--- src/include/tpu_defines.svh ---
`ifndef TPU_DEFINES_SVH
`define TPU_DEFINES_SVH

// Systolic array geometry, PEs per row and per column
`define TPU_ARRAY_DIM 4

// Datapath widths
`define TPU_OPERAND_W 8
`define TPU_ACC_W     32

// Memory index width, shared by A, B and C
`define TPU_INDEX_W   16

// Width of the K, M and N fields
`define TPU_DIM_W     8

`endif

--- src/hdl/tpu_data_pkg.sv ---
`include "tpu_defines.svh"

package tpu_data_pkg;

    // Single unsigned operand byte
    typedef logic [`TPU_OPERAND_W-1:0] operand_t;

    // Accumulator, wraps modulo 2^32
    typedef logic [`TPU_ACC_W-1:0] acc_t;

    // One operand per array row or column
    // Lane 0 sits in the top byte, so index 0 is the MSB end
    typedef operand_t [0:`TPU_ARRAY_DIM-1] lane_vec_t;

    // One full row of accumulators, the C memory word
    // Lane 0 again in the top bits
    typedef acc_t [0:`TPU_ARRAY_DIM-1] result_row_t;

endpackage

--- src/hdl/tpu_ctrl_pkg.sv ---
`include "tpu_defines.svh"

package tpu_ctrl_pkg;

    // Controller states, one run walks idle -> (calc -> done)* -> idle
    typedef enum logic [1:0] {
        ST_IDLE = 2'd0,
        ST_CALC = 2'd1,
        ST_DONE = 2'd2
    } tpu_state_t;

    // Matrix dimensions of one job
    // M and N are multiples of 4
    typedef struct packed {
        logic [`TPU_DIM_W-1:0] k;
        logic [`TPU_DIM_W-1:0] m;
        logic [`TPU_DIM_W-1:0] n;
    } mat_dims_t;

    // Read index into the A or B memory
    typedef logic [`TPU_INDEX_W-1:0] rd_req_t;

    // Write request to the C memory, one result row per cycle
    typedef struct packed {
        logic                      wr_en;
        logic [`TPU_INDEX_W-1:0]   index;
        tpu_data_pkg::result_row_t data;
    } c_wr_t;

endpackage

--- src/hdl/tpu_pe.sv ---
`timescale 1ns/1ps
`include "tpu_defines.svh"

module tpu_pe (
    input  logic                   clk,
    input  logic                   rst_n,
    input  logic                   flush,
    input  tpu_data_pkg::operand_t north,
    input  tpu_data_pkg::operand_t west,
    output tpu_data_pkg::operand_t south,
    output tpu_data_pkg::operand_t east,
    output tpu_data_pkg::acc_t     acc
);
    import tpu_data_pkg::*;

    logic [2*`TPU_OPERAND_W-1:0] mac_prod;
    acc_t                        acc_q;

    assign mac_prod = north * west;

    // Running sum including the product of this cycle, so the last
    // operand pair of a tile is visible in the same cycle it arrives
    assign acc = acc_q + acc_t'(mac_prod);

    always_ff @(posedge clk or negedge rst_n) begin
        if (!rst_n) begin
            acc_q <= '0;
            south <= '0;
            east  <= '0;
        end else begin
            south <= north;
            east  <= west;
            if (flush) begin
                acc_q <= '0;
            end else begin
                acc_q <= acc;
            end
        end
    end

endmodule

--- src/hdl/tpu_skew_buffer.sv ---
`timescale 1ns/1ps
`include "tpu_defines.svh"

module tpu_skew_buffer (
    input  logic                    clk,
    input  logic                    rst_n,
    input  logic                    load,
    input  logic                    clear,
    input  tpu_data_pkg::lane_vec_t word,
    output tpu_data_pkg::lane_vec_t edge_out
);
    import tpu_data_pkg::*;

    localparam int DIM = `TPU_ARRAY_DIM;

    lane_vec_t lane_in;

    // Zeros flow in whenever no word is being loaded
    assign lane_in = load ? word : '0;

    // Lane i is i+1 stages deep, giving the diagonal wavefront
    for (genvar i = 0; i < DIM; i++) begin : g_lane
        operand_t stage [0:i];

        always_ff @(posedge clk or negedge rst_n) begin
            if (!rst_n) begin
                for (int s = 0; s <= i; s++) begin
                    stage[s] <= '0;
                end
            end else if (clear) begin
                for (int s = 0; s <= i; s++) begin
                    stage[s] <= '0;
                end
            end else begin
                stage[0] <= lane_in[i];
                for (int s = 1; s <= i; s++) begin
                    stage[s] <= stage[s-1];
                end
            end
        end

        assign edge_out[i] = stage[i];
    end

    // Controller must never load and empty the buffer in one cycle
    a_load_clear_excl: assert property (
        @(posedge clk) disable iff (!rst_n)
        !(load && clear)
    ) else $error("skew buffer got load and clear together");

endmodule

--- src/hdl/tpu_pe_array.sv ---
`timescale 1ns/1ps
`include "tpu_defines.svh"

module tpu_pe_array (
    input  logic                      clk,
    input  logic                      rst_n,
    input  logic                      flush,
    input  tpu_data_pkg::lane_vec_t   west,
    input  tpu_data_pkg::lane_vec_t   north,
    input  logic [1:0]                row_sel,
    output tpu_data_pkg::result_row_t row_out
);
    import tpu_data_pkg::*;

    localparam int DIM = `TPU_ARRAY_DIM;

    // Links between neighbours, index 0 is the array edge
    // The links past the last column and row end at the border
    operand_t h_link   [DIM][DIM+1];
    operand_t v_link   [DIM+1][DIM];
    acc_t     acc_grid [DIM][DIM];

    for (genvar r = 0; r < DIM; r++) begin : g_row
        assign h_link[r][0] = west[r];
        assign v_link[0][r] = north[r];

        for (genvar c = 0; c < DIM; c++) begin : g_col
            tpu_pe u_pe (
                .clk   (clk),
                .rst_n (rst_n),
                .flush (flush),
                .north (v_link[r][c]),
                .west  (h_link[r][c]),
                .south (v_link[r+1][c]),
                .east  (h_link[r][c+1]),
                .acc   (acc_grid[r][c])
            );
        end
    end

    // Pack the selected row for write-back, column 0 in the top bits
    always_comb begin
        for (int c = 0; c < DIM; c++) begin
            row_out[c] = acc_grid[row_sel][c];
        end
    end

endmodule

--- src/hdl/tpu_controller.sv ---
`timescale 1ns/1ps
`include "tpu_defines.svh"

module tpu_controller (
    input  logic                    clk,
    input  logic                    rst_n,
    input  logic                    in_valid,
    input  tpu_ctrl_pkg::mat_dims_t dims,
    output logic                    busy,
    output tpu_ctrl_pkg::rd_req_t   a_index,
    output tpu_ctrl_pkg::rd_req_t   b_index,
    output logic                    load,
    output logic                    clear,
    output logic                    flush,
    output logic [1:0]              row_sel,
    output logic                    c_wr_en,
    output logic [`TPU_INDEX_W-1:0] c_index
);
    import tpu_ctrl_pkg::*;

    localparam int DIM_W = `TPU_DIM_W;
    localparam int CNT_W = `TPU_DIM_W + 1;

    tpu_state_t              state;
    tpu_state_t              state_next;
    mat_dims_t               dims_q;
    logic [CNT_W-1:0]        calc_cnt;
    logic [DIM_W-1:0]        mb;
    logic [DIM_W-1:0]        nb;
    logic [`TPU_INDEX_W-1:0] c_cnt;
    logic                    issue;
    logic                    calc_last;
    logic                    done_last;
    logic                    last_tile;

    // -------------------------------------------------
    // Tile bookkeeping
    // -------------------------------------------------

    // K issue cycles plus 4 for the skew to drain through the array
    assign calc_last = (state == ST_CALC)
                     && (calc_cnt == {1'b0, dims_q.k} + CNT_W'(3));
    assign done_last = (state == ST_DONE) && (c_cnt[1:0] == 2'd3);
    assign last_tile = (mb == (dims_q.m >> 2) - DIM_W'(1))
                    && (nb == (dims_q.n >> 2) - DIM_W'(1));
    assign issue     = (state == ST_CALC) && (calc_cnt < {1'b0, dims_q.k});

    always_ff @(posedge clk or negedge rst_n) begin
        if (!rst_n) begin
            dims_q <= '0;
        end else if (state == ST_IDLE && in_valid) begin
            dims_q <= dims;
        end
    end

    always_ff @(posedge clk or negedge rst_n) begin
        if (!rst_n) begin
            calc_cnt <= '0;
        end else if (state == ST_CALC && !calc_last) begin
            calc_cnt <= calc_cnt + CNT_W'(1);
        end else begin
            calc_cnt <= '0;
        end
    end

    // M block is the inner loop, N block the outer one
    always_ff @(posedge clk or negedge rst_n) begin
        if (!rst_n) begin
            mb <= '0;
            nb <= '0;
        end else if (state == ST_IDLE) begin
            mb <= '0;
            nb <= '0;
        end else if (done_last) begin
            if (mb == (dims_q.m >> 2) - DIM_W'(1)) begin
                mb <= '0;
                nb <= nb + DIM_W'(1);
            end else begin
                mb <= mb + DIM_W'(1);
            end
        end
    end

    // C word counter, tiles write 4 rows each so the low bits give the row
    always_ff @(posedge clk or negedge rst_n) begin
        if (!rst_n) begin
            c_cnt <= '0;
        end else if (state == ST_IDLE) begin
            c_cnt <= '0;
        end else if (state == ST_DONE) begin
            c_cnt <= c_cnt + 1'b1;
        end
    end

    // -------------------------------------------------
    // FSM
    // -------------------------------------------------

    always_ff @(posedge clk or negedge rst_n) begin
        if (!rst_n) begin
            state <= ST_IDLE;
        end else begin
            state <= state_next;
        end
    end

    always_comb begin
        state_next = state;
        case (state)
            ST_IDLE: if (in_valid) state_next = ST_CALC;
            ST_CALC: if (calc_last) state_next = ST_DONE;
            ST_DONE: if (done_last) state_next = last_tile ? ST_IDLE : ST_CALC;
            default: state_next = ST_IDLE;
        endcase
    end

    // Memory data comes back one cycle after the index
    always_ff @(posedge clk or negedge rst_n) begin
        if (!rst_n) begin
            load <= 1'b0;
        end else begin
            load <= issue;
        end
    end

    // -------------------------------------------------
    // Outputs
    // -------------------------------------------------

    assign a_index = issue ? rd_req_t'(mb) * rd_req_t'(dims_q.k) + rd_req_t'(calc_cnt)
                           : rd_req_t'(mb) * rd_req_t'(dims_q.k);
    assign b_index = issue ? rd_req_t'(nb) * rd_req_t'(dims_q.k) + rd_req_t'(calc_cnt)
                           : rd_req_t'(nb) * rd_req_t'(dims_q.k);

    assign busy    = (state != ST_IDLE);
    assign clear   = (state != ST_CALC);
    assign flush   = done_last;
    assign c_wr_en = (state == ST_DONE);
    assign c_index = c_cnt;
    assign row_sel = c_cnt[1:0];

    // A write burst always opens at row 0 of a tile
    a_burst_start: assert property (
        @(posedge clk) disable iff (!rst_n)
        $rose(c_wr_en) |-> (row_sel == 2'd0)
    ) else $error("C write burst started outside a tile boundary");

    // Write-back never runs past the last word of the result image
    a_c_index_range: assert property (
        @(posedge clk) disable iff (!rst_n)
        c_wr_en |-> (int'(c_index) < (int'(dims_q.m) * int'(dims_q.n)) / 4)
    ) else $error("C write index beyond the result matrix");

endmodule

--- src/hdl/tpu_top.sv ---
`timescale 1ns/1ps
`include "tpu_defines.svh"

module tpu_top (
    input  logic                    clk,
    input  logic                    rst_n,
    input  logic                    in_valid,
    input  tpu_ctrl_pkg::mat_dims_t dims,
    output logic                    busy,
    output tpu_ctrl_pkg::rd_req_t   a_index,
    input  tpu_data_pkg::lane_vec_t a_rdata,
    output tpu_ctrl_pkg::rd_req_t   b_index,
    input  tpu_data_pkg::lane_vec_t b_rdata,
    output tpu_ctrl_pkg::c_wr_t     c_wr
);
    import tpu_data_pkg::*;

    logic                    load;
    logic                    clear;
    logic                    flush;
    logic [1:0]              row_sel;
    logic                    c_wr_en;
    logic [`TPU_INDEX_W-1:0] c_index;
    lane_vec_t               west_edge;
    lane_vec_t               north_edge;
    result_row_t             row_out;

    tpu_controller u_ctrl (
        .clk      (clk),
        .rst_n    (rst_n),
        .in_valid (in_valid),
        .dims     (dims),
        .busy     (busy),
        .a_index  (a_index),
        .b_index  (b_index),
        .load     (load),
        .clear    (clear),
        .flush    (flush),
        .row_sel  (row_sel),
        .c_wr_en  (c_wr_en),
        .c_index  (c_index)
    );

    // Rows of A enter from the west
    tpu_skew_buffer skew_a (
        .clk      (clk),
        .rst_n    (rst_n),
        .load     (load),
        .clear    (clear),
        .word     (a_rdata),
        .edge_out (west_edge)
    );

    // Columns of B enter from the north
    tpu_skew_buffer skew_b (
        .clk      (clk),
        .rst_n    (rst_n),
        .load     (load),
        .clear    (clear),
        .word     (b_rdata),
        .edge_out (north_edge)
    );

    tpu_pe_array u_array (
        .clk     (clk),
        .rst_n   (rst_n),
        .flush   (flush),
        .west    (west_edge),
        .north   (north_edge),
        .row_sel (row_sel),
        .row_out (row_out)
    );

    assign c_wr = '{wr_en: c_wr_en, index: c_index, data: row_out};

endmodule

--- config.mk ---
export PLATFORM = sky130hd
export DESIGN_NAME = tpu_top
export DESIGN_NICKNAME = d
export VERILOG_FILES = /design/src/hdl/tpu_data_pkg.sv /design/src/hdl/tpu_ctrl_pkg.sv /design/src/hdl/tpu_pe.sv /design/src/hdl/tpu_skew_buffer.sv /design/src/hdl/tpu_pe_array.sv /design/src/hdl/tpu_controller.sv /design/src/hdl/tpu_top.sv
export VERILOG_INCLUDE_DIRS = /design/src /design/src/include
export SDC_FILE = /design/constraint.sdc
export NUM_CORES = 2
export LEC_CHECK = 0
export BUFFER_PORTS_ARGS = -buffer_cell sky130_fd_sc_hd__buf_2
export CORE_MARGIN = 4
export CORE_UTILIZATION = 60
export CTS_BUF_LIST = sky130_fd_sc_hd__clkbuf_8 sky130_fd_sc_hd__clkbuf_16
export CTS_CLUSTER_SIZE = 24
export DETAILED_ROUTE_END_ITERATION = 10
export PLACE_DENSITY = 0.85
export SYNTH_ARGS = -nofsm -noshare
export SYNTH_HDL_FRONTEND = slang
export SYNTH_SLANG_ARGS = --single-unit
--- constraint.sdc ---
create_clock -name clk -period 10.8 [get_ports clk]
set_input_delay 1.62 -clock clk [delete_from_list [all_inputs] [get_ports clk]]
set_output_delay 1.62 -clock clk [all_outputs]
set_load 0.02 [all_outputs]
==> impl_metrics.yaml <==
clock_network:
  path_clk_slew_ns: 0.06
  cts_setup_buffers: 0
  cts_tree: "yes"
  hold_buffers: 0
  cts_resized: 0
  insertion_delay_ns: 0.77
  clockBufferDepth: 3
  cts_sinks: 928
  htreeDepth: 3
  cts-root-buf: "clkbuf_16"
  cts_buffers: 105
placement:
  gp_congestion: 0.9729
  placed_area_um2: 89100
  dp_hpwl_mm: 175.2
  io_buffers: 264
final_layout:
  drive_above_1_share_pct: 6.745
  final_nets: 10990
  n_fill_cell: 10740
  design_area_um2: 92830
  area_delta_synth_final_pct: 8.010
worst_setup_path:
  r2r_cells: 17
  endpoint: "c_wr[25]"
  r2r-end: "u_array.g_row[2].g_col[3].u_pe.acc_q[25]"
  regToRegSetupSlack_ns: 4.92
  critPathCaptureType: "output port"
  cp.required_ns: 9.18
  worstPathMaxFanout: 11
  cp-startpoint: "u_array.g_row[2].g_col[2].u_pe.east[2]"
  crit_arrival_ns: 7.29
  path_class: "reg2out"
  reg2reg_from: "u_array.g_row[2].g_col[2].u_pe.east[2]"
  cp-start-kind: "flop"
routing:
  dr.pass1.iters: 6
  vias: 65290
  final_antenna_net_count: 0
  viasPerCell: 5.804
  first_iter_violations: 5748
  routedWlPerCell_um: 20.49
  wirelength_mm: 230.5
  drc: 0
die:
  ioPinCount: 269
  die-area_um2: 149400
  rows: 138
  die_y_um: 386.5
  coreArea_um2: 141900
  die-width_um: 386.5
  initial_core_util_pct: 60.55
sta:
  setup_viol: 0
  drv_slew: 0
  hold_violations: 0
  period_needed_ns: 8.906
  slew_headroom_pct: 11.63
  tightest_slew_ns: 1.326
  fmax_mhz: 112.3
  rsz0062_at_grt: "false"
  fin_worst_skew_ns: 0.06384
  fin_setup_tns_ns: 0
  period_share_pct: 82.46
grt:
  grt.total_usage_pct: 31.01
  grt_max_degree: 258
  antenna_found_initial: 9
  grt_pass1_vias: 68670
  grt_pass1_wl_mm: 370.3
  grt_overflow: 0
synthesis:
  syn_nets: 10830
  synth_seq_area_share_pct: 27.02
  ys_ff_latch: 928
  synth-edff-count: 0
  ys.warnings.count: 0
  synth-main-ff-cell: "dfrtp_1"
  synth_cells: 9101
  ys_async_sr_fraction_pct: 100.0
  synthesis.area_um2: 85940
  synth_cell_types: 103
  avgSynthCellArea_um2: 9.443
run:
  maxCapViolCount: 0
status:
  status: "finished clean"
worst_hold_path:
  hold_class: "reg2reg"
[routing by layer]
metal | wire (µm) | global-route usage [%] | up-vias
met5 | 49 | 0 | -
met4 | 14550 | 16.62 | 8
met3 | 19980 | 6.050 | 730
met2 | 108400 | 49.98 | 2890
met1 | 87560 | 39.83 | 32720
li1 | - | - | 28950
[logic make-up after synthesis]
logic type | count (synthesis) | share of synthesized area (%)
mux | 113 | 2.356
buf+inv | 2080 | 9.102
fa+ha+maj | 1636 | 31.45
flops | 928 | 27.02
simple gates | 2849 | 17.27
compound gates | 1016 | 7.891
xor+xnor | 479 | 4.913
[cells in the final DEF, fill, tap and decap left out, drive strengths merged, types with 48 or more instances in the layout]
cell type	instances
xor2	185
nand4	60
o21ai	208
nor2	413
o21a	71
mux4	70
and2	1121
a211oi	53
xnor2	292
a21o	93
nand3	89
inv	1869
o211ai	48
clkbuf	126
a21oi	270
ha	761
buf	294
and3	160
dfrtp	928
nand2	756
nor3	70
fa	874
[cell usage after synthesis, types with 8 or more instances]
cell | n | share of area, %
a21o_1 | 92 | 0.80
o211ai_1 | 48 | 0.42
o21ai_1 | 11 | 0.064
and2_1 | 1119 | 8.1
nor3b_1 | 12 | 0.10
fa_1 | 874 | 20
buf_1 | 14 | 0.061
or3_1 | 27 | 0.20
a21boi_0 | 14 | 0.12
mux2_2 | 14 | 0.18
nor4_1 | 11 | 0.080
or2_2 | 13 | 0.095
and4_1 | 20 | 0.20
nor3_1 | 68 | 0.40
nand3b_1 | 9 | 0.079
ha_1 | 761 | 11
a211o_1 | 14 | 0.14
buf_2 | 8 | 0.047
o22ai_1 | 20 | 0.15
a31o_2 | 17 | 0.17
a21oi_1 | 269 | 1.6
o21bai_1 | 27 | 0.24
nand2_1 | 756 | 3.3
o21ai_0 | 192 | 1.1
mux4_2 | 70 | 1.8
nand3_1 | 89 | 0.52
o31ai_1 | 16 | 0.14
and3_1 | 159 | 1.2
nor2b_1 | 40 | 0.29
o21a_1 | 71 | 0.62
xnor2_1 | 292 | 3.0
dfrtp_1 | 928 | 27
nand4_1 | 60 | 0.44
mux2i_1 | 29 | 0.34
nand2b_1 | 27 | 0.20
clkbuf_1 | 210 | 0.92
nor2_1 | 412 | 1.8
a211oi_1 | 51 | 0.45
o221ai_1 | 12 | 0.12
o31a_1 | 16 | 0.16
a31oi_1 | 27 | 0.20
xor2_1 | 185 | 1.9
o2111ai_1 | 23 | 0.23
inv_1 | 1844 | 8.1
[layout make-up]
type / instances / area (µm²) / share of cell area [%]
Tap cell: 1890 / 2365 / 2.547
Timing Repair Buffer: 294 / 1619 / 1.744
Clock buffer: 126 / 2928 / 3.154
Sequential cell: 928 / 23230 / 25.03
Antenna cell: 5 / 12.51 / 0.01348
Clock inverter: 68 / 792.0 / 0.8532
Multi-Input combinational cell: 6093 / 54950 / 59.19
Inverter: 1846 / 6932 / 7.467
[worst min path at each step]
stage | end | slack [ns] | depth (start not counted) | from
after floorplan | u_array.g_row[0].g_col[0].u_pe.east[0] | 0.35 | 0 | skew_a.g_lane[0].stage[0]
after global placement | skew_a.edge_out[16] | 0.43 | 1 | skew_a.g_lane[1].stage[8]
after detailed placement | skew_b.edge_out[13] | 0.43 | 1 | skew_b.g_lane[2].stage[13]
after CTS | skew_b.g_lane[2].stage[12] | 0.44 | 1 | skew_b.g_lane[2].stage[20]
after global routing | skew_a.g_lane[2].stage[14] | 0.46 | 1 | skew_a.g_lane[2].stage[22]
final | skew_b.edge_out[17] | 0.44 | 1 | skew_b.g_lane[1].stage[9]
[registers in the layout (all words and copies together), names as in the netlist]
signal and count:
u_ctrl.c_index 16, u_ctrl.mb 8, u_ctrl.state 2, u_array.g_row.g_col.u_pe.south 96, u_array.g_row.g_col.u_pe.acc_q 512, skew_a.g_lane.stage 56
u_ctrl.dims_q 20, skew_b.g_lane.stage 56, skew_b.edge_out 24, u_ctrl.calc_cnt 9, u_ctrl.nb 8, u_array.g_row.g_col.u_pe.east 96
skew_a.edge_out 24, u_ctrl.load 1
[worst max-delay path: stages (launching register included)]
cell and delay [ns]:
dfrtp_1 0.54, and2_1 0.26, fa_1 0.54, inv_1 0.06, fa_1 0.53, inv_1 0.05
fa_1 0.48, inv_1 0.05, fa_1 0.47, inv_1 0.04, ha_1 0.34, and3_1 0.20
a211oi_1 0.80, o211a_1 0.29, o221ai_1 0.47, nand4_1 0.36, mux2i_1 0.14, o211ai_1 0.62
buf_2 0.29
[per-stage QoR]
step / instances / hold slack, ns / worst slack (ns) / utilization (%)
finish: 11250 / 0.4396 / 1.894 / 65.40
detailed placement: 11050 / 0.4340 / 2.861 / 62.77
CTS: 11250 / 0.4401 / 2.011 / 65.39
floorplan: 9101 / 0.3519 / 4.048 / -
global placement: 11050 / 0.4307 / 2.995 / 62.77
global route: 11250 / 0.4573 / 1.728 / 65.39
Power is not shown: default switching activity piles up to over one toggle a cycle in this logic, so the estimate is an artifact.
